$ cat src/logic/ooo_pkg.sv
package ooo_pkg;

    localparam int XLEN       = 32;             // Data path width
    localparam int NUM_REGS   = 32;             // Architectural registers
    localparam int ROB_DEPTH  = 16;             // Reorder buffer entries
    localparam int TAG_W      = 4;              // Entry index width
    localparam int MUL_STAGES = 3;              // Multiplier pipeline depth
    localparam int DIV_CYCLES = 32;             // One quotient bit per step
    localparam int DIV_CNT_W  = 6;              // Holds DIV_CYCLES

    localparam logic [6:0] OPC_OP     = 7'h33;  // Register-register
    localparam logic [6:0] OPC_OP_IMM = 7'h13;  // Register-immediate

    localparam logic [6:0] F7_BASE   = 7'h00;
    localparam logic [6:0] F7_SUB    = 7'h20;
    localparam logic [6:0] F7_MULDIV = 7'h01;   // M extension group

    localparam logic [2:0] F3_ADD  = 3'b000;
    localparam logic [2:0] F3_XOR  = 3'b100;
    localparam logic [2:0] F3_AND  = 3'b111;
    localparam logic [2:0] F3_MUL  = 3'b000;
    localparam logic [2:0] F3_DIVU = 3'b101;
    localparam logic [2:0] F3_REMU = 3'b111;

    typedef enum logic [1:0] {ALU_ADD, ALU_SUB, ALU_AND, ALU_XOR} alu_op_e;

    typedef enum logic [1:0] {UNIT_ALU, UNIT_MUL, UNIT_DIV} unit_e;

    typedef struct packed {
        logic [6:0] funct7;
        logic [4:0] rs2;
        logic [4:0] rs1;
        logic [2:0] funct3;
        logic [4:0] rd;
        logic [6:0] opcode;
    } r_fmt_t;

    typedef struct packed {
        logic [11:0] imm;                       // Overlays funct7 and rs2
        logic [4:0]  rs1;
        logic [2:0]  funct3;
        logic [4:0]  rd;
        logic [6:0]  opcode;
    } i_fmt_t;

    typedef union packed {
        r_fmt_t r;
        i_fmt_t i;
    } inst_u;

endpackage
$ cat src/logic/ooo_ifs.sv


interface wb_if;
    logic                      done;   // One-cycle result pulse
    logic [ooo_pkg::TAG_W-1:0] tag;    // Entry the result belongs to
    logic [ooo_pkg::XLEN-1:0]  value;

    modport unit (
        output done,
        output tag,
        output value
    );

    modport rob (
        input done,
        input tag,
        input value
    );
endinterface

$ cat src/logic/div_iter.sv
`timescale 1ns/1ps

module div_iter (
    input  logic                      clk,
    input  logic                      rst,
    input  logic                      start,
    input  logic                      rem_sel,
    input  logic [ooo_pkg::XLEN-1:0]  a,
    input  logic [ooo_pkg::XLEN-1:0]  b,
    input  logic [ooo_pkg::TAG_W-1:0] tag,
    output logic                      busy,
    wb_if.unit                        wb
);

    logic [ooo_pkg::DIV_CNT_W-1:0] cnt;                       // Steps left
    logic [ooo_pkg::XLEN-1:0]      quo;                       // Dividend in, quotient out
    logic [ooo_pkg::XLEN-1:0]      rmd;                       // Partial remainder
    logic [ooo_pkg::XLEN-1:0]      dvs;
    logic                          rem_q;
    logic [ooo_pkg::TAG_W-1:0]     tag_q;
    logic [ooo_pkg::XLEN:0]        shifted;
    logic [ooo_pkg::XLEN:0]        trial;
    logic [ooo_pkg::XLEN-1:0]      quo_next;
    logic [ooo_pkg::XLEN-1:0]      rmd_next;
    logic                          last;

    // Zero divisor always subtracts, giving all-ones quotient and dividend remainder
    always_comb begin
        shifted = {rmd, quo[ooo_pkg::XLEN-1]};
        trial   = shifted - {1'b0, dvs};
        if (!trial[ooo_pkg::XLEN]) begin
            rmd_next = trial[ooo_pkg::XLEN-1:0];              // Fits, keep difference
            quo_next = {quo[ooo_pkg::XLEN-2:0], 1'b1};
        end else begin
            rmd_next = shifted[ooo_pkg::XLEN-1:0];            // Restore
            quo_next = {quo[ooo_pkg::XLEN-2:0], 1'b0};
        end
    end

    assign last = busy && cnt == ooo_pkg::DIV_CNT_W'(1);

    always_ff @(posedge clk or posedge rst) begin
        if (rst) begin
            busy    <= 1'b0;
            cnt     <= '0;
            wb.done <= 1'b0;
        end else begin
            wb.done <= last;                                  // Pulse with the final step
            if (start) begin
                busy <= 1'b1;
                cnt  <= ooo_pkg::DIV_CNT_W'(ooo_pkg::DIV_CYCLES);
            end else if (busy) begin
                cnt <= cnt - 1'b1;
                if (last) begin
                    busy <= 1'b0;                             // Free for the next edge
                end
            end
        end
    end

    always_ff @(posedge clk) begin
        if (start) begin
            quo   <= a;
            dvs   <= b;
            rmd   <= '0;
            rem_q <= rem_sel;
            tag_q <= tag;
        end else if (busy) begin
            quo <= quo_next;
            rmd <= rmd_next;
        end
        if (last) begin
            wb.value <= rem_q ? rmd_next : quo_next;
        end
    end

    assign wb.tag = tag_q;

endmodule

$ cat src/flat_wrapper.sv
// flat-port wrapper written by rule: the top's interface ports become plain ports
module div_iter_flat 
  (clk, rst, start, rem_sel, a, b, tag, busy, wb_done, wb_tag, wb_value);
  wb_if wb_i ();
  input  logic clk;
  input  logic rst;
  input  logic start;
  input  logic rem_sel;
  input  logic [ooo_pkg::XLEN-1:0] a;
  input  logic [ooo_pkg::XLEN-1:0] b;
  input  logic [ooo_pkg::TAG_W-1:0] tag;
  output logic busy;
  output wire logic [$bits(wb_i.done)-1:0] wb_done;
  output wire logic [$bits(wb_i.tag)-1:0] wb_tag;
  output wire logic [$bits(wb_i.value)-1:0] wb_value;
  assign wb_done = wb_i.done;
  assign wb_tag = wb_i.tag;
  assign wb_value = wb_i.value;
  div_iter u_core (.clk(clk), .rst(rst), .start(start), .rem_sel(rem_sel), .a(a), .b(b), .tag(tag), .busy(busy), .wb(wb_i));
endmodule
$ cat config.mk
export PLATFORM = sky130hd
export DESIGN_NAME = div_iter_flat
export DESIGN_NICKNAME = d
export VERILOG_FILES = /design/src/logic/ooo_pkg.sv /design/src/logic/ooo_ifs.sv /design/src/logic/div_iter.sv /design/src/flat_wrapper.sv
export SDC_FILE = /design/constraint.sdc
export NUM_CORES = 1
export LEC_CHECK = 0
export BUFFER_PORTS_ARGS = -buffer_cell sky130_fd_sc_hd__buf_2
export CAP_MARGIN = 40
export CORE_ASPECT_RATIO = 1.1
export CORE_MARGIN = 2
export CORE_UTILIZATION = 50
export CTS_CLUSTER_DIAMETER = 150
export DETAILED_ROUTE_END_ITERATION = 10
export GPL_TIMING_DRIVEN = 0
export HOLD_SLACK_MARGIN = 0.02
export PLACE_DENSITY = 0.71
export SETUP_SLACK_MARGIN = 0.5
export SYNTH_ARGS = -nofsm -noshare
export SYNTH_HDL_FRONTEND = slang
export SYNTH_SLANG_ARGS = --single-unit
$ cat constraint.sdc
create_clock -name clk -period 7.45 [get_ports clk]
set_clock_uncertainty 0.1 [all_clocks]
set_input_delay 0.3725 -clock clk [delete_from_list [all_inputs] [get_ports clk]]
set_output_delay 0.3725 -clock clk [all_outputs]
set_load 0.01 [all_outputs]
==> metrics.md, run 1 <==
| Metric | Value |
|---|---|
| Post-Synth XOR/XNOR Area | slightly below 4% |
| Compound-cell area share of the yosys netlist | 15.28% |
| Clk buf depth | 2 |
| Hold-fix buffers, CTS | 22 |
| Setup ws final | 3934 ps |
| Final Hold Viols | 0 |
| Most used cell, CP | a21oi_1 |
| P_leak | 3.823 nW |
| Num rows | between 40 and 50 |
| Top delay family on crit path | compound AO/OA/AOI/OAI gates |
| Dpl ws | 3763 ps |
| Crit path largest cell delay | 420 ps |
| Netlist cell types | 57 |
| R2r setup slk | approximately 3900 ps |
| Post-Route WL | a little under 20,000 µm |
| Max-slew violations | 0 |
| WP data arrival | approximately 3600 ps |
| Skew-Pair Late Insertion Delay | about 430 ps |
| DR WL/cell | around 18 µm |
| Dominant cells by area after synthesis | edfxtp_1 40%, dfxtp_1 8.5%, ha_1 5.6% |
| Max-Cap Viols | 0 |
| CTS resizes | 0 |
| CTS tree | yes |
| Synth top area share | between 40% and 50% |
| Antenna fix cells | 0 |
| Synth-to-Final Area Change | 23.49% |
| Initial Utilization | 50.60% |
| Die Outline Area | roughly 0.016 mm² |
| Vias | between 6,000 and 7,000 |
| Pre-antenna DRT Iters | 6 |
| Post-Synth Adder-Cell Area | under 10% |
| Most used DFF post-synth | edfxtp_1 |
| Crit share post-route | between 40% and 50% |
| Post-synth ARST share | between 5 and 6% |
| PD cells | around 330 mW/mm² |
| Die height | approximately 130 µm |
| Root Buffer Master | clkbuf_16 |
| Avg Cell Area, Syn | 10.57 µm² |
| Relative slew slack | 44.31% |
| CP Capture Type | flip-flop |
| Final critical-path required period | between 3000 and 4000 ps |
| Initial antenna violation count | 0 |
| # H-tree levels | 4 |
| CP Launch Type | flip-flop |
| Total grt overflow | 0 |
| Worst Reg2Reg Path Length in Cells | 11 |
| Tightest Pin Transition | between 800 and 900 ps |
| Combinational family with the most area after synthesis | compound AO/OA/AOI/OAI gates |
| RSZ-0062 raised after global routing | no |
| Num ports | between 100 and 150 |
| Status | finished, final reports clean |
| M2 GR Usage | a little over two fifths |
| Final Setup Violations | 0 |
| EDFF count, synth | approximately 100 |
| Total track usage | 24.60% |
| First-pass GRT wire length | approximately 31,000 µm |
| Leading area contributor after synthesis | edfxtp_1 |
| Met1 Use GR | between 30% and 40% |
| Total power | 3.112 mW |
| Crit path max-delay cell type | fa_1 |
| Detailed router's first-iteration violation count | ~410 |
| Post-route ant nets | 0 |
| Crit path buf inv count | 1 |
| DP HPWL | 14,160 µm |
| Share of cells above drive strength 1 | between 20% and 30% |
| Synth Instances | 715 |
| Final net count | 979 |
| Final Wtd Congestion | just under 1 |
| Multiplexer share of the synthesized area | under 10% |
| FF+latch count, synth | 141 |
| Worst Hold Class | input pin to flip-flop |
| Total negative slack | 0 ps |
| Vias in the first global route | ~6,200 |
| Reg-to-reg critical path startpoint | u_core.dvs[0] |
| CTS Buf Count | 17 |
| Die width | roughly 120 µm |
| Vias per cell | about 5.6 |
| Dpl cell area | around 0.0084 mm² |
| # DRC | 0 |
| Post-Synth Simple-Gate Area | 10.61% |
| Critical path class | flip-flop to flip-flop |
| Final hold slack | roughly 25 ps |
| Met3 GRT Util | a little over 5% |
| Hold path startpoint | tag[3] |
| Worst R2R End | u_core.wb.value[6] |
| Port buffer count | roughly 110 |
| Clock slew at reported path FFs | ~60 ps |
| Net Count, Synth | 822 |
| Hold Path Depth | 1 |
| Peak Freq | around 0.28 GHz |
| Worst Hold Endpoint | u_core.wb.tag[3] |
| Cell Area, Synth | 0.007558 mm² |
| Crit path max fanout | 10 |
| Sequential fraction of the synthesis area | between 50 and 60% |
| Synth warn | 0 |
| Core area | about 0.015 mm² |
| Setup Fix Bufs, Post-CTS | 0 |
| Cell Chain, Critical Path | ha_1 > fa_1 > nand2b_1 > a21oi_1 > o211ai_1 > o211ai_2 > a31oi_4 > xnor2_4 > buf_6 > mux2i_1 > a21oi_1 |
| Crit path from | u_core.dvs[0] |
| Required time worst endpoint | between 7000 and 8000 ps |
| GR peak layer | met2 |
| Clk sinks | 141 |
| Max IR drop VDD | around 180 µV |
| Final instance area | around 0.0093 mm² |
| Largest net degree at the start of global routing | 24 |
## synthesized netlist by cell type, types with 23 or more instances
master    count
ha_1         34
clkbuf_1     23
a211oi_1     29
edfxtp_1    101
dfxtp_1      32
mux2i_1      27
a21oi_1      71
mux2_2       32
inv_1        47
nand2_1      44
nor2_1       92
o21ai_0      26
## worst max path at each step
stage	to	slack, ps	depth (start not counted)
final	u_core.wb.value[6]	3930	11
after global routing	u_core.wb.value[7]	3710	11
after CTS	u_core.wb.value[7]	3910	11
after detailed placement	u_core.quo[11]	3760	7
after global placement	u_core.quo[10]	3380	5
after floorplan	u_core.wb.value[10]	4560	11
## cell families after synthesis
group | count (synthesis)
AOI/OAI and AO/OA | 181
and+or+nand+nor | 184
xor gates and xnor gates | 31
muxes | 59
DFF | 141
buffers and inverters | 84
adders and majority gates | 35
## per-stage QoR
stage                     util (%)  instances
after floorplan                  -        715
after global placement       55.90       1020
after detailed placement     56.50       1023
after CTS                    62.22       1077
after global routing         62.49       1081
final                        62.49       1081
## state kept, by name, indices dropped and copies added (netlist names)
signal           count
u_core.dvs          32
u_core.quo          32
u_core.rmd          32
u_core.wb.value     32
u_core.cnt           6
u_core.wb.tag        4
u_core.busy          1
u_core.rem_q         1
u_core.wb.done       1
## report_power, final
part           switching [mW]  internal (mW)
logic                   0.649          0.464
registers              0.0881          0.999
clock network           0.328          0.584
total                    1.07           2.05
## worst register-to-register path, stage by stage, from the launching register on
cell and delay [ps]:
edfxtp_1 390, ha_1 260, fa_1 420, nand2b_1 180
a21oi_1 240, o211ai_1 220, o211ai_2 220, a31oi_4 200
xnor2_4 340, buf_6 240, mux2i_1 330, a21oi_1 110
## routing by layer
| metal | up-vias | routed length (µm) | share of wire, % |
|---|---|---|---|
| met5 | - | 0 | 0 |
| met4 | 0 | 367 | 1.9 |
| met3 | 36 | 948 | 4.9 |
| met2 | 174 | 9608 | 50 |
| met1 | 2891 | 8311 | 43 |
| li1 | 2933 | - | - |
## area by class of cell
| cell class | count | area [µm²] |
|---|---|---|
| inverters | 47 | 176.4 |
| fillers | 1245 | 5603 |
| well taps | 196 | 245.2 |
| repair buffers | 138 | 888.4 |
| plain buffers | 37 | 177.7 |
| flip-flops and latches | 141 | 3874 |
| clock inverters | 11 | 163.9 |
| clock buffers | 21 | 470.5 |
| multi-input cells | 490 | 3338 |
## placed cells by master (no fill, tap or decap), drive strengths merged, types with 2 or more instances in the layout
| cell type | n |
|---|---|
| buf | 124 |
| clkinvlp | 3 |
| xnor2 | 14 |
| nor2 | 92 |
| nand4 | 8 |
| nand2b | 4 |
| mux2i | 27 |
| dfxtp | 32 |
| or3 | 2 |
| o21ai | 27 |
| o21a | 3 |
| a311oi | 8 |
| ha | 34 |
| clkbuf | 46 |
| a31oi | 11 |
| mux2 | 32 |
| o2111ai | 4 |
| o311ai | 4 |
| nand3 | 10 |
| nor2b | 4 |
| nor3 | 7 |
| nand2 | 44 |
| or4 | 4 |
| nor4 | 2 |
| o211ai | 6 |
| edfxtp | 101 |
| a21oi | 72 |
| clkinv | 4 |
| xor2 | 17 |
| and2 | 2 |
| a21o | 4 |
| a211oi | 29 |
| dfrtp | 8 |
| o21bai | 5 |
| dlygate4sd3 | 26 |
| inv | 47 |
| and3 | 2 |
| bufinv | 4 |
(Power assumes the default switching activity.)
==> run 2, diff against run 1 <==
clock period = 3.4 ns   (was 7.45 ns; I/O delays follow)
==> run 2 against run 1 <==
  * Critical path depth stayed put
  * Power increased to 2.7 times the previous value
  * Sequential share of layout area down 6.1 points
  * Worst hold slack gained 120 ps
  * Utilization rose by 11 points
  * Largest power group unchanged
  * Sequential power grew 120%
  * Non-clock buffer count up 89
  * Largest cell class is now multi-input gates
  * Cell area is 17% higher
  * Wire length is 17% higher
  * Register-to-register slack lost 3700 ps
==> metrics.md, run 2 (synthesis results as in run 1) <==
| Metric | Value |
|---|---|
| Final net count | 1,069 |
| # H-tree levels | 4 |
| Vias | 6,717 |
| Antenna fix cells | 0 |
| R2r setup slk | 200 ps |
| Total grt overflow | 0 |
| Final Hold Viols | 0 |
| P_int | between 5 and 6 mW |
| Clk sinks | roughly 140 |
| Switch Pwr | approximately 3 mW |
| Commonest cells after routing, fill and taps aside | 110 x buf_2, 101 x edfxtp_1, 91 x nor2_1 |
| Cell total after placement | between 1,000 and 1,500 |
| DR WL/cell | between 15 and 20 µm |
| Critical path class | flip-flop to flip-flop |
| Final Setup Violations | 0 |
| Worst Hold Class | input pin to flip-flop |
| Die width | between 100 and 150 µm |
| Pre-antenna DRT Iters | 6 |
| Num rows | 47 |
| Initial Utilization | 50.60% |
| Root Buffer Master | clkbuf_16 |
| Max-slew violations | 0 |
| Status | finished, final reports clean |
| Hold path startpoint | start |
| CP Launch Type | flip-flop |
| Peak Freq | between 0.3 and 0.4 GHz |
| Worst Reg2Reg Path Length in Cells | 11 |
| Skew-Pair Late Insertion Delay | 430 ps |
| Crit path largest cell delay | around 500 ps |
| P_leak | between 4 and 5 nW |
| CP Capture Type | flip-flop |
| Switching part of the total | 35.60% |
| Comb pwr share | 46.0% |
| CTS Buf Count | 17 |
| Num ports | 110 |
| Finished Layout Cells | roughly 1,200 |
| Cell Chain, Critical Path | ha_1 > clkbuf_4 > a21oi_1 > o21ai_0 > a32o_1 > a21oi_2 > o311ai_0 > a311oi_1 > mux2i_4 > buf_4 > a211oi_2 |
| Area occupied by multi-input gates | 0.004009 mm² |
| Initial antenna violation count | 0 |
| Max IR drop VDD | between 400 and 500 µV |
| Reg-to-reg critical path startpoint | u_core.rmd[11] |
| DP HPWL | between 10,000 and 15,000 µm |
| Crit path max fanout | 8 |
| Clk pwr share | 24.3% |
| Tightest Pin Transition | about 820 ps |
| Synth-to-Final Area Change | 44.78% |
| Vias in the first global route | 6,792 |
| Commonest non-fill, non-tap cell in the layout | buf_2 |
| Reg area | 0.003879 mm² |
| Share of cells above drive strength 1 | around 34% |
| Total track usage | 27.50% |
| Worst R2R End | u_core.rmd[23] |
| Clk buf depth | 2 |
| Post-Route WL | ~22,000 µm |
| Worst Hold Endpoint | u_core.wb.tag[2] |
| Post-route ant nets | 0 |
| Largest net degree at the start of global routing | 24 |
| RSZ-0062 raised after global routing | yes |
| Sequential share of power | 29.6% |
| Die height | 133.0 µm |
| Total negative slack | 0 ps |
| PD cells | between 700 and 800 mW/mm² |
| Port buffer count | around 110 |
| Crit path max-delay cell type | a311oi_1 |
| Final Wtd Congestion | a little under 1 |
| Vias per cell | between 5 and 6 |
| # DRC | 0 |
| First-pass GRT wire length | 34,160 µm |
| Max-Cap Viols | 0 |
| Crit share post-route | 94.08% |
| Total power | between 8 and 9 mW |
| CTS tree | yes |
| Final critical-path required period | approximately 3200 ps |
| Relative slew slack | between 40 and 50% |
| Core area | about 0.015 mm² |
| Detailed router's first-iteration violation count | a little under 500 |
| Clock slew at reported path FFs | 60 ps |
| Hold Path Depth | 1 |
| Fillers | 979 |
| Required time worst endpoint | ~3600 ps |
| Die Outline Area | 0.01612 mm² |
| WP data arrival | ~3400 ps |
run 2: cell count changes in the layout (fill, tap and decap cells not counted), sizes merged:
cell / change
xor2: +1
dlygate4sd3: +44
buf: +43
clkbuf: +2
run 2: power groups by stage:
stage | clock (mW) | sequential [mW] | combinational (mW)
2_1_floorplan | 0 | 2.37 | 1.80
3_3_place_gp | 0 | 2.39 | 2.28
3_5_place_dp | 0 | 2.40 | 2.36
4_1_cts | 2.01 | 2.42 | 3.35
5_1_grt | 2.10 | 2.48 | 4.04
6_report | 2.01 | 2.45 | 3.80
run 2: metrics by stage:
| stage | instance area, µm² | hold slack, ps | worst slack (ps) | utilization (%) |
|---|---|---|---|---|
| 2_1_floorplan | 7559 | -114.3 | 505.8 | - |
| 3_3_place_gp | 8349 | 42.42 | -463.7 | 55.90 |
| 3_5_place_dp | 8439 | 53.38 | -84.78 | 56.50 |
| 4_1_cts | 10610 | 161.6 | 312.6 | 71.02 |
| 5_1_grt | 10940 | 170.2 | 70.64 | 73.26 |
| 6_report | 10940 | 149.1 | 201.4 | 73.26 |
run 2: worst max path at each step:
stage / startpoint / cells after the start / to / slack, ps
global placement: start / 5 / u_core.quo[10] / -460
detailed placement: start / 7 / u_core.quo[11] / -80
floorplan: u_core.dvs[0] / 11 / u_core.wb.value[11] / 510
global route: u_core.rmd[11] / 11 / u_core.rmd[23] / 70
CTS: u_core.dvs[13] / 13 / u_core.wb.value[21] / 310
finish: u_core.rmd[11] / 11 / u_core.rmd[23] / 200
run 2: layout make-up:
cell class / instances / area share, %
plain buffers: 37 / 2.184
clock buffers: 21 / 4.299
clock inverters: 11 / 1.498
inverters: 47 / 1.612
multi-input cells: 491 / 36.63
flip-flops and latches: 141 / 35.44
well taps: 196 / 2.241
repair buffers: 227 / 16.09
run 2: worst max-delay path, delay by kind of cell (launching register included):
kind	cells	cell delay, ps
flops	1	430
mux	1	150
compound gates	7	1820
buf+inv	2	350
fa+ha+maj	1	270
run 2: metal layers:
metal,track usage [%],up-vias,routed length [µm]
met3,6.250,46,1313
met4,10.60,0,525
li1,-,3123,-
met5,0,-,0
met2,47.47,282,11600
met1,33.30,3266,9001
run 2: what timing repair did:
action | in CTS | in global routing
setup endpoints to repair | 81 | 81
setup buffers | 34 | 9
endpoints found under the hold margin | 77 | 0
gates resized for setup | 103 | 55
pin swaps | 45 | 20
gates cloned | 2 | 1
hold buffers | 70 | 0
==> run 3, diff against run 2 <==
BUFFER_PORTS_ARGS = default   (was -buffer_cell sky130_fd_sc_hd__buf_2)
CORE_MARGIN = 3   (was 2)
DONT_BUFFER_PORTS = 1   (was default)
PLACE_DENSITY = default   (was 0.71)
clock period = 3.9 ns   (was 3.4 ns; I/O delays follow)
==> run 3 against run 2 <==
  * First-iteration DRC count is 25% lower
  * Worst hold slack worse by 110 ps
  * Non-clock buffer count is 148 lower
  * Register-to-register slack better by 370 ps
  * Setup slack better by 370 ps
  * Via count is 13% lower
  * Sequential share of layout area is 5.9 points higher
  * Die area is 3.2% higher
  * Clock power is 25% lower
  * Fmax is 4.0% lower
  * Combinational power is 39% lower
  * Critical path type unchanged
==> metrics.md, run 3 (synthesis results as in run 1) <==
| Metric | Value |
|---|---|
| Antenna fix cells | 0 |
| Vias | between 5,000 and 6,000 |
| Core area | approximately 0.015 mm² |
| Met3 routed WL | between 1000 and 1500 µm |
| Post-layout util | between 60% and 70% |
| Crit path buf inv count | 4 |
| Die width | 123.2 µm |
| CP Launch Type | flip-flop |
| Peak Freq | approximately 0.3 GHz |
| Clk sinks | about 140 |
| Top layer in use | met4 |
| RSZ-0062 raised after global routing | yes |
| Reg-to-reg critical path startpoint | u_core.quo[31] |
| Commonest non-fill, non-tap cell in the layout | edfxtp_1 |
| P_int | just under 4 mW |
| Num ports | 110 |
| Crit path largest cell delay | around 420 ps |
| Comb pwr share | between 30% and 40% |
| Clock slew at reported path FFs | 60 ps |
| Stages on worst setup path | 14 |
| Crit path max fanout | 10 |
| CTS Buf Count | 17 |
| Clk buf depth | 2 |
| Max-slew violations | 0 |
| Port buffer count | 0 |
| DR WL/cell | 18.85 µm |
| # DRC | 0 |
| Met1 wire length | between 8000 and 9000 µm |
| Most used cell, CP | buf_12 |
| Worst Hold Class | input pin to flip-flop |
| Worst Reg2Reg Path Length in Cells | 14 |
| Initial antenna violation count | 0 |
| Post-route ant nets | 0 |
| Fillers | around 1,200 |
| Num rows | 46 |
| Total negative slack | 0 ps |
| Top delay family on crit path | compound AO/OA/AOI/OAI gates |
| Pre-antenna DRT Iters | 4 |
| Commonest cells after routing, fill and taps aside | 101 x edfxtp_1, 91 x nor2_1, 70 x dlygate4sd3_1 |
| Status | finished, final reports clean |
| Post-Route WL | approximately 19,000 µm |
| # H-tree levels | 4 |
| Initial Utilization | about half |
| Cell Chain, Critical Path | inv_1 > ha_1 > fa_1 > nand2b_4 > a21oi_2 > o211ai_1 > buf_4 > o211ai_2 > a31oi_4 > xnor2_4 > buf_12 > buf_12 > mux2i_1 > a21oi_1 |
| Critical path class | flip-flop to flip-flop |
| WP data arrival | between 3000 and 4000 ps |
| CTS tree | yes |
| Met2 wire len | roughly 9000 µm |
| Detailed router's first-iteration violation count | ~360 |
| Sequential share of power | 35.5% |
| Share of cells above drive strength 1 | 13.92% |
| Final Setup Violations | 0 |
| Max-Cap Viols | 0 |
| PD cells | about 630 mW/mm² |
| Required time worst endpoint | between 3000 and 4000 ps |
| Largest net degree at the start of global routing | 40 |
| CP Capture Type | flip-flop |
| Total grt overflow | 0 |
| Clk pwr share | between 20% and 30% |
| Die Outline Area | about 0.017 mm² |
| Vias in the first global route | between 5,000 and 6,000 |
| Synth-to-Final Area Change | 23.89% |
| Crit path max-delay cell type | fa_1 |
| Hold path startpoint | start |
| Final net count | 920 |
| Tightest Pin Transition | slightly above 800 ps |
| Final Wtd Congestion | about 0.93 |
| Final Hold Viols | 0 |
| Max IR drop VDD | roughly 390 µV |
| Crit path from | u_core.quo[31] |
| Final critical-path required period | 3331 ps |
| DP HPWL | between 10,000 and 15,000 µm |
| Relative slew slack | a little under half |
| Crit share post-route | a little under nine tenths |
| Skew-Pair Late Insertion Delay | ~420 ps |
| Hold Path Depth | 1 |
| Vias per cell | around 5.8 |
| Root Buffer Master | clkbuf_16 |
| First-pass GRT wire length | 30,320 µm |
| Switching part of the total | a little over a third |
| Final hold slack | 43.28 ps |
| P_leak | 3.609 nW |
| Switch Pwr | around 2.1 mW |
| Total track usage | about a quarter |
| Die height | approximately 130 µm |
run 3: area by class of cell:
cell class,instances,area [µm²],share of cell area (%)
clock inverters,12,100.1,1.069
well taps,192,240.2,2.565
flip-flops and latches,141,3874,41.37
inverters,47,176.4,1.884
multi-input cells,490,3473,37.09
repair buffers,79,854.6,9.126
plain buffers,37,198.9,2.125
clock buffers,20,446.7,4.770
run 3: what timing repair did:
action,CTS,global route
cloned,0,1
buffers inserted,1,4
endpoints found under the hold margin,116,0
endpoints found under the setup margin,26,61
hold buffers,71,0
gates resized for setup,0,33
pin swaps,2,8
run 3: power by group through the flow:
stage / combinational [mW] / sequential [mW] / clock, mW
2_1_floorplan: 1.57 / 2.06 / 0
3_3_place_gp: 1.93 / 2.11 / 0
3_5_place_dp: 1.97 / 2.11 / 0
4_1_cts: 2.06 / 2.09 / 1.53
5_1_grt: 2.57 / 2.13 / 1.59
6_report: 2.33 / 2.11 / 1.51
run 3: per-stage QoR:
stage          cells  setup slack [ps]  cell area, µm²  total power, mW
2_1_floorplan    715              1006            7559            3.634
3_3_place_gp     907             166.9            7799            4.038
3_5_place_dp     909             394.4            7861            4.085
4_1_cts         1013             500.0            9136            5.682
5_1_grt         1018             469.6            9364            6.292
6_report        1018             569.5            9364            5.939
run 3: path summary, 6_finish.rpt:
kind / endpoint / slack (ps)
worst min-delay path: u_core.dvs[5] / 40
min in group asynchronous: u_core.cnt[5] / 80
max in group asynchronous: u_core.cnt[0] / 3360
worst min register to register: u_core.rmd[28] / 410
worst max register to register: u_core.wb.value[21] / 570
worst max-delay path: u_core.wb.value[21] / 570
run 3: routing by layer:
metal,vias up,global-route usage [%]
met5,-,0
met4,0,8.800
met3,32,6.075
met2,170,38.17
met1,2838,30.63
li1,2817,-
run 3: worst register-to-register path, stage by stage, from the launching register on:
cell and delay, ps:
edfxtp_1 350, inv_1 70, ha_1 210, fa_1 420, nand2b_4 170, a21oi_2 180, o211ai_1 100, buf_4 170
o211ai_2 120, a31oi_4 210, xnor2_4 230, buf_12 150, buf_12 160, mux2i_1 290, a21oi_1 110
