--- config.mk ---
export PLATFORM = sky130hd
export DESIGN_NAME = int_alu_flat
export DESIGN_NICKNAME = d
export VERILOG_FILES = /design/src/logic/ooo_pkg.sv /design/src/logic/ooo_ifs.sv /design/src/logic/int_alu.sv /design/src/flat_wrapper.sv
export SDC_FILE = /design/constraint.sdc
export NUM_CORES = 1
export LEC_CHECK = 0
export ABC_CLOCK_PERIOD_IN_PS = 800
export BUFFER_PORTS_ARGS = -buffer_cell sky130_fd_sc_hd__buf_2
export CAP_MARGIN = 5
export CORE_UTILIZATION = 60
export CTS_BUF_LIST = sky130_fd_sc_hd__clkbuf_4
export DETAILED_ROUTE_END_ITERATION = 6
export PLACE_DENSITY = 0.95
export SYNTH_ARGS = -nofsm -noshare
export SYNTH_HDL_FRONTEND = slang
export SYNTH_SLANG_ARGS = --single-unit
--- constraint.sdc ---
create_clock -name clk -period 0.8 [get_ports clk]
set_clock_uncertainty 0.05 [all_clocks]
set_input_delay 0.08 -clock clk [delete_from_list [all_inputs] [get_ports clk]]
set_output_delay 0.08 -clock clk [all_outputs]
set_load 0.1 [all_outputs]
--- src/logic/ooo_pkg.sv ---
package ooo_pkg;

    localparam int XLEN       = 32;             // Data path width
    localparam int NUM_REGS   = 32;             // Architectural registers
    localparam int ROB_DEPTH  = 16;             // Reorder buffer entries
    localparam int TAG_W      = 4;              // Entry index width
    localparam int MUL_STAGES = 3;              // Multiplier pipeline depth
    localparam int DIV_CYCLES = 32;             // One quotient bit per step
    localparam int DIV_CNT_W  = 6;              // Holds DIV_CYCLES

    localparam logic [6:0] OPC_OP     = 7'h33;  // Register-register
    localparam logic [6:0] OPC_OP_IMM = 7'h13;  // Register-immediate

    localparam logic [6:0] F7_BASE   = 7'h00;
    localparam logic [6:0] F7_SUB    = 7'h20;
    localparam logic [6:0] F7_MULDIV = 7'h01;   // M extension group

    localparam logic [2:0] F3_ADD  = 3'b000;
    localparam logic [2:0] F3_XOR  = 3'b100;
    localparam logic [2:0] F3_AND  = 3'b111;
    localparam logic [2:0] F3_MUL  = 3'b000;
    localparam logic [2:0] F3_DIVU = 3'b101;
    localparam logic [2:0] F3_REMU = 3'b111;

    typedef enum logic [1:0] {ALU_ADD, ALU_SUB, ALU_AND, ALU_XOR} alu_op_e;

    typedef enum logic [1:0] {UNIT_ALU, UNIT_MUL, UNIT_DIV} unit_e;

    typedef struct packed {
        logic [6:0] funct7;
        logic [4:0] rs2;
        logic [4:0] rs1;
        logic [2:0] funct3;
        logic [4:0] rd;
        logic [6:0] opcode;
    } r_fmt_t;

    typedef struct packed {
        logic [11:0] imm;                       // Overlays funct7 and rs2
        logic [4:0]  rs1;
        logic [2:0]  funct3;
        logic [4:0]  rd;
        logic [6:0]  opcode;
    } i_fmt_t;

    typedef union packed {
        r_fmt_t r;
        i_fmt_t i;
    } inst_u;

endpackage
--- src/logic/ooo_ifs.sv ---


interface wb_if;
    logic                      done;   // One-cycle result pulse
    logic [ooo_pkg::TAG_W-1:0] tag;    // Entry the result belongs to
    logic [ooo_pkg::XLEN-1:0]  value;

    modport unit (
        output done,
        output tag,
        output value
    );

    modport rob (
        input done,
        input tag,
        input value
    );
endinterface

--- src/logic/int_alu.sv ---
`timescale 1ns/1ps

module int_alu (
    input  logic                      clk,
    input  logic                      rst,
    input  logic                      start,
    input  ooo_pkg::alu_op_e          op,
    input  logic [ooo_pkg::XLEN-1:0]  a,
    input  logic [ooo_pkg::XLEN-1:0]  b,
    input  logic [ooo_pkg::TAG_W-1:0] tag,
    wb_if.unit                        wb
);

    logic [ooo_pkg::XLEN-1:0] result;

    always_comb begin
        case (op)
            ooo_pkg::ALU_SUB: result = a - b;
            ooo_pkg::ALU_AND: result = a & b;
            ooo_pkg::ALU_XOR: result = a ^ b;
            default:          result = a + b;                 // add and addi
        endcase
    end

    always_ff @(posedge clk or posedge rst) begin
        if (rst) begin
            wb.done <= 1'b0;
        end else begin
            wb.done <= start;                                 // Fixed single cycle
        end
    end

    always_ff @(posedge clk) begin
        if (start) begin
            wb.tag   <= tag;
            wb.value <= result;
        end
    end

endmodule

--- src/flat_wrapper.sv ---
// flat-port wrapper written by rule: the top's interface ports become plain ports
module int_alu_flat 
  (clk, rst, start, op, a, b, tag, wb_done, wb_tag, wb_value);
  wb_if wb_i ();
  input  logic clk;
  input  logic rst;
  input  logic start;
  input  ooo_pkg::alu_op_e op;
  input  logic [ooo_pkg::XLEN-1:0] a;
  input  logic [ooo_pkg::XLEN-1:0] b;
  input  logic [ooo_pkg::TAG_W-1:0] tag;
  output wire logic [$bits(wb_i.done)-1:0] wb_done;
  output wire logic [$bits(wb_i.tag)-1:0] wb_tag;
  output wire logic [$bits(wb_i.value)-1:0] wb_value;
  assign wb_done = wb_i.done;
  assign wb_tag = wb_i.tag;
  assign wb_value = wb_i.value;
  int_alu u_core (.clk(clk), .rst(rst), .start(start), .op(op), .a(a), .b(b), .tag(tag), .wb(wb_i));
endmodule
==> reports/summary.log, run 1 <==
INFO  die            fp.dieW=88.1um
INFO  placement      pre_cts_ws=-3.42ns
INFO  clock_tree     cts.repair.resized=112
INFO  logic_synthesis yosysUniqueCellTypes=67
INFO  placement      place.gp.congestion=1.03
INFO  placement      port-buffer-count=109
INFO  die            std_cell_rows=31
INFO  clock_tree     htree_num_levels=2
INFO  status         stop_error=[ERROR DPL-0038] Utilization greater than 100%, impossible to legalize
INFO  logic_synthesis yosys.cell_count.top_type=sky130_fd_sc_hd__ha_1
INFO  logic_synthesis postSynthAreaPerCell=9.00um^2
INFO  logic_synthesis net_count_of_the_mapped_netlist=632
INFO  logic_synthesis yosys-top-cells-area=sky130_fd_sc_hd__edfxtp_1 24%, sky130_fd_sc_hd__ha_1 18%, sky130_fd_sc_hd__xnor2_1 7.3%
INFO  die            floorplan.die.height=88.1um
INFO  logic_synthesis yosysTopAreaCellShare=24.3%
INFO  placement      placed_area=6860um^2
INFO  logic_synthesis synth-main-ff-cell=sky130_fd_sc_hd__edfxtp_1
INFO  logic_synthesis netlist_instances=494
INFO  logic_synthesis synth_seq_cells=37
INFO  logic_synthesis synth_common_cells=64 x sky130_fd_sc_hd__ha_1, 52 x sky130_fd_sc_hd__a21oi_1, 37 x sky130_fd_sc_hd__xnor2_1
INFO  clock_tree     clock_tree.buffer_depth=2
INFO  clock_tree     clockRootBuffer=sky130_fd_sc_hd__clkbuf_4
INFO  clock_tree     ctsHoldBuffers=6
INFO  logic_synthesis yosys_warn_count=0
INFO  clock_tree     cts_sinks=37
INFO  clock_tree     cts-buffers-inserted=5
INFO  placement      post-dp-hpwl=15500um
INFO  die            num_io_pins=110
INFO  logic_synthesis synth_area_leader_cell=sky130_fd_sc_hd__edfxtp_1
INFO  logic_synthesis async_reset_ff_share=2.70%
INFO  status         last-stage-reached=clock tree synthesis
INFO  logic_synthesis synth_edf_count=36
INFO  die            initial_utilization=61.6%
INFO  logic_synthesis synth_sequential_area_ratio=24.9%
INFO  logic_synthesis post_synth_instance_area=4450um^2
INFO  clock_tree     post-cts-setup-buffers=30
INFO  status         status=stopped before the end
[stage by stage]
stage	setup TNS, ns	utilization, %	std cells	hold WS [ns]
detailed placement	-78.13	95.1	832	-0.134
floorplan	-69.47	-	494	-0.241
global placement	-69.84	95.1	832	-0.138
[kinds of logic after synthesis]
| logic type | count (synthesis) | share of synthesized area [%] |
|---|---|---|
| and+or+nand+nor | 125 | 14.4 |
| muxes | 28 | 6.47 |
| buffers and inverters | 36 | 3.07 |
| DFF | 37 | 24.9 |
| adders and majority gates | 65 | 18.5 |
| xor gates and xnor gates | 52 | 10.2 |
| AOI/OAI and AO/OA | 151 | 22.5 |
==> run 2: changes to the inputs <==
--- a/config.mk
+++ b/config.mk
@@ -8,10 +8,9 @@
 export ABC_CLOCK_PERIOD_IN_PS = 800
 export BUFFER_PORTS_ARGS = -buffer_cell sky130_fd_sc_hd__buf_2
 export CAP_MARGIN = 5
-export CORE_UTILIZATION = 60
-export CTS_BUF_LIST = sky130_fd_sc_hd__clkbuf_4
+export CORE_UTILIZATION = 40
 export DETAILED_ROUTE_END_ITERATION = 6
-export PLACE_DENSITY = 0.95
+export PLACE_DENSITY_LB_ADDON = 0.15
 export SYNTH_ARGS = -nofsm -noshare
 export SYNTH_HDL_FRONTEND = slang
 export SYNTH_SLANG_ARGS = --single-unit
==> run 2 against run 1 <==
The flow now finishes, with violations (design-rule violations, negative setup slack). Synthesized cell count stayed put. Area after synthesis stayed put.
==> reports/summary.log, run 2 <==
INFO  status         status=complete, but fails checks
INFO  status         failed_checks=design-rule violations, negative setup slack
INFO  sta            layout_min_cycle_time=3.55ns
INFO  pwr            pwr-share-clk=13.4%
INFO  finish         nets=930
INFO  finish         num_antenna_cells=0
INFO  pwr            net-switching-power=0.00597W
INFO  finish         finalCoreUtilization=74.2%
INFO  clock_tree     tritoncts=yes
INFO  placement      port-buffer-count=109 [unchanged]
INFO  finish         filler_free_cell_count_of_the_finished_design=933
INFO  critical_path  worstPathMaxFanout=4
INFO  route          first_pass_iters=7
INFO  logic_synthesis yosys-top-cells-area=sky130_fd_sc_hd__edfxtp_1 24%, sky130_fd_sc_hd__ha_1 18%, sky130_fd_sc_hd__xnor2_1 7.3%
INFO  die            core_area=10800um^2
INFO  logic_synthesis yosys_warn_count=0 [unchanged]
INFO  logic_synthesis synth-main-ff-cell=sky130_fd_sc_hd__edfxtp_1
INFO  finish         mostFrequentLayoutCell=sky130_fd_sc_hd__buf_4
INFO  die            fp.dieW=107um [+22%]
INFO  pwr            static-leakage-power=3.69nW
INFO  sta            final.hold.worst_slack=0.0736ns
INFO  clock_tree     clock_tree.buffer_depth=2 [unchanged]
INFO  flow_run       max_cap_viol_count=0
INFO  die            std_cell_rows=38 [+23%]
INFO  global_routing grt_overflow=0
INFO  worst_hold_path timing.hold.worst.class=primary input to register
INFO  sta            setup_total_negative_slack=-72.04ns
INFO  logic_synthesis async_reset_ff_share=2.70% [unchanged]
INFO  logic_synthesis yosysUniqueCellTypes=67 [unchanged]
INFO  critical_path  timing.critical_path.from_type=primary input
INFO  die            num_io_pins=110 [unchanged]
INFO  clock_tree     clockRootBuffer=sky130_fd_sc_hd__clkbuf_8
INFO  pwr            share_comb_of_total_power=66.2%
INFO  placement      place.gp.congestion=0.917 [-11%]
INFO  finish         area.growth.synth_to_final=81.0%
INFO  sta            final-max-slew-violation-count=0
INFO  sta            final.period_utilization=444%
INFO  logic_synthesis synth_seq_cells=37 [unchanged]
INFO  logic_synthesis net_count_of_the_mapped_netlist=632 [unchanged]
INFO  logic_synthesis synth_common_cells=64 x sky130_fd_sc_hd__ha_1, 52 x sky130_fd_sc_hd__a21oi_1, 37 x sky130_fd_sc_hd__xnor2_1
INFO  die            dieArea=11500um^2
INFO  clock_tree     cts_sinks=37 [unchanged]
INFO  finish         layout_top_registers=u_core.wb.value x32, u_core.wb.tag x4, u_core.wb.done x1
INFO  sta            timing_hold_violations_final=0
INFO  route          drt_drc_violations_left=2
INFO  global_routing grt_start_max_net_pins=58
INFO  logic_synthesis post_synth_instance_area=4450um^2 [unchanged]
INFO  logic_synthesis netlist_instances=494 [unchanged]
INFO  critical_path  cp-endpoint=u_core.wb.value[21]
INFO  pwr            largest_vdd_supply_drop=1060uV
INFO  pwr            cell_internal_pwr=0.00749W
INFO  pwr            power.density=1670nW/um^2
INFO  route          route.final.wire_length=15900um
INFO  pwr            totalPowerFinal=0.0135W
INFO  die            initial_utilization=41.0% [-21 points]
INFO  placement      post-dp-hpwl=11400um [-27%]
INFO  global_routing gr-usage-all-layers=26.9%
INFO  finish         post_route_cells_drive_above_1_share=52.7%
INFO  global_routing antenna_found_initial=0
INFO  route          wl_per_cell=17.0um
INFO  route          route.detailed.vias_per_inst=5.46
INFO  critical_path  timing.setup.critical_path_class=primary input to register
INFO  critical_path  worst_setup_path_end_kind=register
INFO  logic_synthesis synth_area_leader_cell=sky130_fd_sc_hd__edfxtp_1
INFO  route          final_antenna_net_count=0
INFO  logic_synthesis synth_edf_count=36 [unchanged]
INFO  route          detail_route.iter0.violations=227
INFO  clock_tree     clk_pin_slew_worst_paths=0.09ns
INFO  sta            report.final.setup_viol=68
INFO  global_routing global_route_wire_length_before_repair=24300um
INFO  logic_synthesis yosys.cell_count.top_type=sky130_fd_sc_hd__ha_1
INFO  sta            worst_pin_slew=0.637ns
INFO  finish         layout.cells.most_common_list=166 x sky130_fd_sc_hd__buf_4, 65 x sky130_fd_sc_hd__buf_2, 63 x sky130_fd_sc_hd__ha_1, 40 x sky130_fd_sc_hd__buf_12, 36 x sky130_fd_sc_hd__edfxtp_1
INFO  logic_synthesis synth_sequential_area_ratio=24.9% [unchanged]
INFO  critical_path  startpoint=b[8]
INFO  clock_tree     cts-buffers-inserted=5 [unchanged]
INFO  logic_synthesis yosysTopAreaCellShare=24.3% [unchanged]
INFO  sta            slew-limit-headroom=57.5%
INFO  route          dr_total_vias=5097
INFO  pwr            power.switching_fraction=44.4%
INFO  finish         largest_reg_flops=32
INFO  placement      place.detailed.instances=887 [+6.6%]
INFO  finish         max_flop_register=u_core.wb.value
INFO  sta            rsz0062_at_grt=yes
INFO  pwr            share_of_power_burned_in_registers=20.4%
INFO  logic_synthesis postSynthAreaPerCell=9.00um^2 [unchanged]
INFO  critical_path  critical_path_arrival=3.63ns
INFO  die            floorplan.die.height=107um [+22%]
INFO  sta            achievable-frequency=281MHz
INFO  clock_tree     htree_num_levels=2 [unchanged]
INFO  worst_hold_path hold_crit_depth=2
INFO  global_routing first_global_vias=5176
INFO  sta            finalWorstSetupSlack=-2.75ns
INFO  critical_path  timing.critical_path.required=0.88ns
## run 2: cell counts after synthesis
Identical to the previous run, type by type.
## run 2: metrics by stage
| stage | instance area [um^2] | setup WS, ns |
|---|---|---|
| floorplan | 4640 | -2.82 |
| CTS | 7690 | -2.69 |
| global route | 8050 | -2.86 |
| detailed placement | 7020 | -3.13 |
| finish | 8050 | -2.75 |
| global placement | 7020 | -3.00 |
## run 2: final cells by class
type | instances | area, um^2
multi-input combinational | 421 | 3750
inverter | 17 | 81.3
clock inverter | 3 | 46.3
timing repair buffer | 310 | 2820
clock buffer | 5 | 68.8
sequential | 37 | 1110
fill | 757 | 2790
tap | 140 | 175
## run 2: worst min-delay path by stage
stage               slack [ns]  start             end
CTS                       0.06  start  u_core.wb.done
global route              0.07  start  u_core.wb.done
global placement         -0.14    rst  u_core.wb.done
detailed placement       -0.13    rst  u_core.wb.done
floorplan                -0.24    rst  u_core.wb.done
finish                    0.07  start  u_core.wb.done
## run 2: layer usage
| layer | global-route usage (%) | share of wire, % |
|---|---|---|
| met5 | 0 | 0 |
| met4 | 9.49 | 2.4 |
| met3 | 3.27 | 4.8 |
| met2 | 48.2 | 51 |
| met1 | 32.9 | 42 |
## run 2: what timing repair did
item	4_1_cts	5_1_grt
setup endpoints to repair	69	68
hold endpoints to repair	5	0
resized for setup	102	49
pin swaps	71	42
hold buffers	5	0
cloned	0	0
setup buffers	20	21
## run 2: worst max-delay path, cell delays in order
cell and delay, ns:
sky130_fd_sc_hd__buf_6 0.09, sky130_fd_sc_hd__or4_4 0.56, sky130_fd_sc_hd__buf_6 0.14, sky130_fd_sc_hd__buf_6 0.11, sky130_fd_sc_hd__nor2_4 0.09, sky130_fd_sc_hd__a21oi_2 0.07
sky130_fd_sc_hd__xnor2_1 0.13, sky130_fd_sc_hd__ha_1 0.34, sky130_fd_sc_hd__a21o_1 0.21, sky130_fd_sc_hd__a31o_1 0.23, sky130_fd_sc_hd__a221oi_4 0.34, sky130_fd_sc_hd__a21boi_2 0.14
sky130_fd_sc_hd__a221oi_4 0.38, sky130_fd_sc_hd__o21bai_2 0.13, sky130_fd_sc_hd__buf_4 0.14, sky130_fd_sc_hd__a21o_1 0.17, sky130_fd_sc_hd__a221oi_1 0.27
## run 2: kinds of logic after synthesis
kind of cell	Yosys count	synth area share (%)
fa+ha+maj	65	18.5
compound gates	151	22.5
flops	37	24.9
buf+inv	36	3.07
mux	28	6.47
xor+xnor	52	10.2
simple gates	125	14.4
## run 2: power by group through the flow
stage          Clock (W)  Sequential [W]  Combinational, W
2_1_floorplan          0         0.00458           0.00260
3_3_place_gp           0         0.00278           0.00745
3_5_place_dp           0         0.00278           0.00759
4_1_cts          0.00184         0.00275           0.00827
5_1_grt          0.00189         0.00277           0.00942
6_report         0.00181         0.00274           0.00891
No activity file was read; power rests on OpenSTA's default activity.
==> run 3: changes to the inputs <==
--- a/config.mk
+++ b/config.mk
@@ -6,7 +6,7 @@
 export NUM_CORES = 1
 export LEC_CHECK = 0
 export ABC_CLOCK_PERIOD_IN_PS = 800
-export BUFFER_PORTS_ARGS = -buffer_cell sky130_fd_sc_hd__buf_2
+export BUFFER_PORTS_ARGS = -buffer_cell sky130_fd_sc_hd__buf_4
 export CAP_MARGIN = 5
 export CORE_UTILIZATION = 40
 export DETAILED_ROUTE_END_ITERATION = 6
@@ -14,3 +14,4 @@
 export SYNTH_ARGS = -nofsm -noshare
 export SYNTH_HDL_FRONTEND = slang
 export SYNTH_SLANG_ARGS = --single-unit
+export TNS_END_PERCENT = 1
==> run 3 against run 2 <==
The flow finishes with violations (negative setup slack). Total power down 13%. Clock-buffer cell count grew 1. Fmax grew 3.5%. Setup slack improved by 0.12 ns. Sequential power shrank 4%. Cell area fell by 13%. Non-clock buffer count fell by 49. Die area stayed put. Largest power group unchanged. Highest routed layer unchanged.
==> reports/summary.log, run 3 (synthesis results as in run 2) <==
INFO  status         status=complete, but fails checks
INFO  status         failed_checks=negative setup slack
INFO  route          detail_route.iter0.violations=163 [-28%]
INFO  sta            finalWorstSetupSlack=-2.63ns [+0.122 ns]
INFO  finish         area.growth.synth_to_final=57.2%
INFO  clock_tree     clockRootBuffer=sky130_fd_sc_hd__clkbuf_8
INFO  critical_path  critical_path.cell_chain=buf_6 > or4_4 > nor3_4 > and2_4 > nand3b_1 > nor3_2 > and3b_2 > a21oi_2 > xnor2_1 > ha_1 > inv_2 > o21bai_1 > a21o_1 > or4_1 > a21oi_2 > nor2_1 > a221o_1 > o311ai_1
INFO  sta            layout_min_cycle_time=3.43ns [-0.122 ns]
INFO  route          wl_per_cell=15.6um [-8.5%]
INFO  placement      port-buffer-count=109 [unchanged]
INFO  pwr            totalPowerFinal=0.0117W [-13%]
INFO  route          final_antenna_net_count=0 [unchanged]
INFO  sta            achievable-frequency=291MHz [+3.5%]
INFO  finish         post_route_cells_drive_above_1_share=41.3% [-11 points]
INFO  critical_path  timing.critical_path.from_type=primary input
INFO  flow_run       max_cap_viol_count=0 [unchanged]
INFO  global_routing gr-usage-all-layers=24.9% [-2.0 points]
INFO  clock_tree     tritoncts=yes
INFO  global_routing grt_start_max_net_pins=50 [-14%]
INFO  die            floorplan.die.height=107um [unchanged]
INFO  placement      place.gp.congestion=0.906 [-1.2%]
INFO  clock_tree     cts_sinks=37 [unchanged]
INFO  clock_tree     post-cts-setup-buffers=0 [-100%]
INFO  finish         layout_top_registers=u_core.wb.value x32, u_core.wb.tag x4, u_core.wb.done x1
INFO  sta            report.final.setup_viol=68 [unchanged]
INFO  critical_path  worstPathMaxFanout=3 [-1]
INFO  worst_hold_path timing.hold.worst.class=primary input to register
INFO  critical_path  timing.critical_path.required=0.89ns [about the same]
INFO  sta            worst_pin_slew=0.492ns [-0.145 ns]
INFO  clock_tree     htree_num_levels=2 [unchanged]
INFO  placement      post-dp-hpwl=10900um [-3.9%]
INFO  die            num_io_pins=110 [unchanged]
INFO  finish         largest_reg_flops=32 [unchanged]
INFO  placement      place.detailed.instances=871 [-1.8%]
INFO  finish         fillers=920 [+22%]
INFO  die            initial_utilization=41.0% [unchanged]
INFO  sta            slew-limit-headroom=67.2% [+9.7 points]
INFO  sta            rsz0062_at_grt=yes
INFO  global_routing first_global_vias=4806 [-7.1%]
INFO  critical_path  worst_path_largest_cell_delay=0.56ns [about the same]
INFO  clock_tree     clk_pin_slew_worst_paths=0.09ns [about the same]
INFO  pwr            power.density=1670nW/um^2 [-0.15%]
INFO  die            dieArea=11500um^2 [unchanged]
INFO  finish         num_antenna_cells=0 [unchanged]
INFO  global_routing grt_overflow=0 [unchanged]
INFO  finish         multi_input_area=3340um^2 [-11%]
INFO  finish         nets=881 [-5.3%]
INFO  placement      placed_area=6510um^2 [-7.2%]
INFO  critical_path  critical_path_arrival=3.52ns [-0.11 ns]
INFO  finish         max_flop_register=u_core.wb.value
INFO  finish         filler_free_cell_count_of_the_finished_design=884 [-5.3%]
INFO  global_routing global_route_wire_length_before_repair=22600um [-7.1%]
INFO  die            fp.dieW=107um [unchanged]
INFO  sta            final.period_utilization=429% [-15 points]
INFO  route          first_pass_iters=4 [-3]
INFO  clock_tree     cts-buffers-inserted=5 [unchanged]
INFO  critical_path  worst_setup_path_end_kind=register
INFO  sta            final-max-slew-violation-count=0 [unchanged]
INFO  finish         stdcell_area=6990um^2 [-13%]
INFO  clock_tree     clock_tree.buffer_depth=2 [unchanged]
INFO  die            std_cell_rows=38 [unchanged]
INFO  finish         layout.cells.most_common_list=209 x sky130_fd_sc_hd__buf_4, 64 x sky130_fd_sc_hd__ha_1, 46 x sky130_fd_sc_hd__a21oi_1, 40 x sky130_fd_sc_hd__buf_6, 37 x sky130_fd_sc_hd__xnor2_1
INFO  global_routing antenna_found_initial=0 [unchanged]
INFO  sta            timing_hold_violations_final=0 [unchanged]
INFO  critical_path  timing.setup.critical_path_class=primary input to register
INFO  route          dr_total_vias=4667 [-8.4%]
INFO  finish         seq_area=1110um^2 [-0.11%]
INFO  critical_path  critical_path.most_common_cell=sky130_fd_sc_hd__a21oi_2
INFO  pwr            static-leakage-power=3.26nW [-12%]
INFO  route          route.detailed.vias_per_inst=5.28 [-3.4%]
INFO  route          route.final.wire_length=13800um [-13%]
INFO  die            core_area=10800um^2 [unchanged]
INFO  critical_path  critPathSlowestCell=sky130_fd_sc_hd__or4_4
INFO  route          drt_drc_violations_left=0 [-2]
INFO  pwr            largest_vdd_supply_drop=1140uV [+7.4%]
INFO  finish         mostFrequentLayoutCell=sky130_fd_sc_hd__buf_4
-- run 3: changes by cell type in the layout (fill, tap and decap cells not counted), moves of 5 or more --
cell                      change
sky130_fd_sc_hd__a21oi_2     -10
sky130_fd_sc_hd__buf_6       +10
sky130_fd_sc_hd__o21ai_1      -8
sky130_fd_sc_hd__nor2_4       -5
sky130_fd_sc_hd__a21oi_4      -6
sky130_fd_sc_hd__o21ai_2      -7
sky130_fd_sc_hd__buf_12      -38
sky130_fd_sc_hd__buf_4       +43
sky130_fd_sc_hd__o21ai_0     +15
sky130_fd_sc_hd__a21oi_1     +16
sky130_fd_sc_hd__nor2_1       +8
sky130_fd_sc_hd__buf_2       -65
-- run 3: repair_timing --
item                                    4_1_cts  5_1_grt
endpoints found under the setup margin       69       69
hold buffers                                  5        0
pin swaps                                    15        5
gates resized for setup                      62       17
hold endpoints to repair                      5        0
-- run 3: worst max-delay path, delay by kind of cell --
family,cells,cell delay (ns)
buffers and inverters,2,0.16
AO/OA/AOI/OAI,6,0.85
adder cells (fa/ha/maj),1,0.31
XOR/XNOR,1,0.12
AND/OR/NAND/NOR,8,1.99
-- run 3: where the power goes --
part / switching, W / leakage, nW / internal, W
logic: 0.00426 / 2.84 / 0.00291
clock network: 0.000851 / 0.0574 / 0.00102
registers: 0.000138 / 0.363 / 0.00250
-- run 3: path summary, 6_finish.rpt --
kind                        from  slack, ns             endpoint  cells after the start
worst max-delay path        b[8]      -2.63  u_core.wb.value[30]                     18
worst min-delay path       start       0.05       u_core.wb.done                      2
max in group asynchronous    rst       0.51       u_core.wb.done                      3
min in group asynchronous    rst       0.11       u_core.wb.done                      3
-- run 3: stage by stage --
step	TNS (ns)	util (%)	setup WS, ns	hold slack (ns)
6_report	-68.64	64.5	-2.63	0.0460
5_1_grt	-75.12	64.5	-2.81	0.0448
4_1_cts	-69.21	63.9	-2.63	0.0359
3_5_place_dp	-74.08	60.1	-3.11	-0.124
3_3_place_gp	-72.78	60.1	-3.05	-0.127
2_1_floorplan	-76.74	-	-2.84	-0.241
-- run 3: area by class of cell --
class	instances	area share, %
clock buffer	6	1.18
clock inverter	2	0.537
inverter	17	0.913
multi-input combinational	421	47.8
sequential	37	15.8
tap	140	2.51
timing repair buffer	261	31.3
-- run 3: metal layers --
layer / part of all wire [%] / wire length, um / GRT usage [%] / vias up
li1: - / - / - / 2372
met1: 44 / 6110 / 31.1 / 2174
met2: 51 / 7010 / 45.2 / 109
met3: 3.7 / 505 / 2.66 / 12
met4: 1.1 / 151 / 6.36 / 0
met5: 0 / 0 / 0 / -
==> run 4: changes to the inputs <==
--- a/config.mk
+++ b/config.mk
@@ -14,4 +14,4 @@
 export SYNTH_ARGS = -nofsm -noshare
 export SYNTH_HDL_FRONTEND = slang
 export SYNTH_SLANG_ARGS = --single-unit
-export TNS_END_PERCENT = 1
+export TNS_END_PERCENT = 100
==> run 4 against run 3 <==
The run still ends with negative setup slack left. Setup slack worse by 0.070 ns. Cell count rose by 2.7%. Hold slack improved by 0.016 ns. Sequential power is essentially flat. Non-clock buffer count up 24. Global-route usage is 1.1 points higher. Via count is 5.1% higher.
==> reports/summary.log, run 4 (synthesis results as in run 2) <==
INFO  critical_path  critical_path.cell_chain=buf_6 > or4_4 > nor3_4 > and2_4 > nand3b_1 > nor3_2 > and3b_2 > a21oi_2 > xnor2_1 > ha_1 > inv_2 > o21bai_1 > a21o_1 > or4_4 > a21oi_4 > nor2_1 > a221o_1 > o311ai_1
INFO  clock_tree     tritoncts=yes
INFO  finish         area.growth.synth_to_final=68.5%
INFO  die            core_area=10800um^2 [unchanged]
INFO  route          first_pass_iters=7 [+3]
INFO  placement      post-dp-hpwl=11100um [+1.7%]
INFO  global_routing global_route_wire_length_before_repair=23500um [+4.1%]
INFO  finish         max_flop_register=u_core.wb.value
INFO  pwr            pwr-share-clk=11.5% [-4.5 points]
INFO  critical_path  worstPathMaxFanout=3 [unchanged]
INFO  finish         layout.cells.most_common_list=218 x sky130_fd_sc_hd__buf_4, 63 x sky130_fd_sc_hd__ha_1, 56 x sky130_fd_sc_hd__buf_6, 37 x sky130_fd_sc_hd__a21oi_1, 36 x sky130_fd_sc_hd__edfxtp_1
INFO  global_routing gr-usage-all-layers=25.9% [+1.1 points]
INFO  pwr            share_comb_of_total_power=66.6% [+5.2 points]
INFO  route          route.final.wire_length=14700um [+7.0%]
INFO  finish         post_route_cells_drive_above_1_share=48.8% [+7.6 points]
INFO  pwr            net-switching-power=0.00557W [+6.2%]
INFO  route          detail_route.iter0.violations=203 [+25%]
INFO  global_routing grt_overflow=0 [unchanged]
INFO  sta            setup_total_negative_slack=-70.95ns [-2.30 ns]
INFO  critical_path  kind_of_cell_adding_the_most_delay_to_the_critical_path=simple AND/OR/NAND/NOR gates
INFO  critical_path  critical_path.most_common_cell=sky130_fd_sc_hd__or4_4
INFO  critical_path  worst_path_largest_cell_delay=0.56ns [about the same]
INFO  finish         nets=905 [+2.7%]
INFO  die            std_cell_rows=38 [unchanged]
INFO  global_routing first_global_vias=4889 [+1.7%]
INFO  placement      port-buffer-count=109 [unchanged]
INFO  critical_path  worst_setup_path_end_kind=register
INFO  sta            report.final.setup_viol=68 [unchanged]
INFO  worst_hold_path hold_crit_depth=2 [unchanged]
INFO  placement      placed_area=6660um^2 [+2.2%]
INFO  route          wl_per_cell=16.2um [+4.2%]
INFO  finish         finalCoreUtilization=69.1% [+4.6 points]
INFO  sta            finalWorstSetupSlack=-2.70ns [-0.0705 ns]
INFO  finish         layout_top_registers=u_core.wb.value x32, u_core.wb.tag x4, u_core.wb.done x1
INFO  placement      place.gp.congestion=0.892 [-1.5%]
INFO  sta            timing_hold_violations_final=0 [unchanged]
INFO  global_routing grt_start_max_net_pins=34 [-32%]
INFO  worst_hold_path timing.hold.worst.class=primary input to register
INFO  route          drt_drc_violations_left=0 [unchanged]
INFO  critical_path  timing.critical_path.from_type=primary input
INFO  sta            rsz0062_at_grt=yes
INFO  die            initial_utilization=41.0% [unchanged]
INFO  sta            final-max-slew-violation-count=0 [unchanged]
INFO  pwr            power.density=1610nW/um^2 [-3.4%]
INFO  critical_path  critical_path_buf_inv_count=2 [unchanged]
INFO  finish         stdcell_area=7490um^2 [+7.2%]
INFO  route          final_antenna_net_count=0 [unchanged]
INFO  route          route.detailed.vias_per_inst=5.40 [+2.4%]
INFO  finish         mostFrequentLayoutCell=sky130_fd_sc_hd__buf_4
INFO  die            num_io_pins=110 [unchanged]
INFO  flow_run       max_cap_viol_count=0 [unchanged]
INFO  placement      place.detailed.instances=875 [+0.46%]
INFO  clock_tree     clk_pin_slew_worst_paths=0.08ns [about the same]
INFO  route          dr_total_vias=4907 [+5.1%]
INFO  die            floorplan.die.height=107um [unchanged]
INFO  critical_path  critPathSlowestCell=sky130_fd_sc_hd__or4_4
INFO  die            fp.dieW=107um [unchanged]
INFO  clock_tree     htree_num_levels=2 [unchanged]
INFO  worst_hold_path holdPathEnd=u_core.wb.done
INFO  sta            achievable-frequency=286MHz [-2.0%]
INFO  critical_path  timing.setup.critical_path_class=primary input to register
INFO  clock_tree     cts_sinks=37 [unchanged]
INFO  critical_path  timing.critical_path.required=0.87ns [-0.02 ns]
INFO  finish         largest_reg_flops=32 [unchanged]
INFO  status         failed_checks=negative setup slack
INFO  sta            slew-limit-headroom=69.9% [+2.7 points]
INFO  clock_tree     clockRootBuffer=sky130_fd_sc_hd__clkbuf_8
INFO  sta            layout_min_cycle_time=3.50ns [+0.0705 ns]
INFO  pwr            power.switching_fraction=46.1% [+1.2 points]
INFO  clock_tree     clock_tree.buffer_depth=2 [unchanged]
INFO  status         status=complete, but fails checks
INFO  finish         filler_free_cell_count_of_the_finished_design=908 [+2.7%]
INFO  finish         num_antenna_cells=0 [unchanged]
INFO  pwr            share_of_power_burned_in_registers=21.8% [-0.8 points]
INFO  pwr            cell_internal_pwr=0.00651W [+1.2%]
INFO  die            dieArea=11500um^2 [unchanged]
INFO  critical_path  startpoint=b[8]
INFO  global_routing antenna_found_initial=0 [unchanged]
INFO  critical_path  critical_path_arrival=3.57ns [+0.05 ns]
INFO  sta            final.period_utilization=438% [+8.8 points]
INFO  sta            worst_pin_slew=0.448ns [-0.0440 ns]
INFO  worst_hold_path min-delay-start=start
INFO  pwr            largest_vdd_supply_drop=883uV [-22%]
INFO  pwr            static-leakage-power=3.46nW [+6.0%]
INFO  clock_tree     cts-buffers-inserted=5 [unchanged]
-- run 4: changes by cell type in the layout (fill, tap and decap cells not counted), moves of 5 or more --
| cell | delta |
|---|---|
| sky130_fd_sc_hd__a21oi_2 | +5 |
| sky130_fd_sc_hd__buf_4 | +9 |
| sky130_fd_sc_hd__o21ai_2 | +5 |
| sky130_fd_sc_hd__o21ai_1 | +9 |
| sky130_fd_sc_hd__buf_6 | +16 |
| sky130_fd_sc_hd__o21ai_0 | -14 |
| sky130_fd_sc_hd__a21oi_1 | -9 |
| sky130_fd_sc_hd__nor2_1 | -5 |
-- run 4: per-layer routing --
layer | up-vias | share of wire, % | track usage [%]
met5 | - | 0 | 0
met4 | 0 | 2.4 | 8.41
met3 | 29 | 4.6 | 3.09
met2 | 148 | 49 | 45.4
met1 | 2313 | 44 | 32.9
li1 | 2417 | - | -
-- run 4: through the flow --
| step | power [W] | setup slack (ns) | hold WS, ns |
|---|---|---|---|
| after floorplan | 0.00719 | -2.82 | -0.241 |
| after global placement | 0.00949 | -3.04 | -0.127 |
| after detailed placement | 0.00962 | -3.12 | -0.124 |
| after CTS | 0.0118 | -2.69 | 0.0585 |
| after global routing | 0.0127 | -2.87 | 0.0650 |
| final | 0.0121 | -2.70 | 0.0625 |
-- run 4: area by class of cell --
type | instances | area [um^2]
clock buffers | 6 | 72.6
clock inverters | 2 | 10.0
fillers | 862 | 3350
inverters | 17 | 76.3
multi-input cells | 421 | 3620
flip-flops and latches | 37 | 1110
well taps | 140 | 175
repair buffers | 285 | 2430
-- run 4: repair_timing --
item	4_1_cts	5_1_grt
buffers inserted	17	7
pin swaps	54	20
gates resized for setup	112	21
setup endpoints to repair	69	68
hold buffers	5	0
hold endpoints to repair	5	0
-- run 4: worst max-delay path by stage --
| stage | cells past startpoint | slack (ns) | endpoint |
|---|---|---|---|
| 2_1_floorplan | 17 | -2.82 | u_core.wb.value[30] |
| 3_3_place_gp | 16 | -3.04 | u_core.wb.value[30] |
| 3_5_place_dp | 18 | -3.12 | u_core.wb.value[30] |
| 4_1_cts | 18 | -2.69 | u_core.wb.value[30] |
| 5_1_grt | 19 | -2.87 | u_core.wb.value[30] |
| 6_report | 18 | -2.70 | u_core.wb.value[30] |
-- run 4: power by group through the flow --
stage / clock [W] / sequential [W] / combinational, W
5_1_grt: 0.00151 / 0.00266 / 0.00858
4_1_cts: 0.00145 / 0.00264 / 0.00770
3_5_place_dp: 0 / 0.00263 / 0.00699
3_3_place_gp: 0 / 0.00262 / 0.00687
6_report: 0.00139 / 0.00264 / 0.00805
2_1_floorplan: 0 / 0.00458 / 0.00260
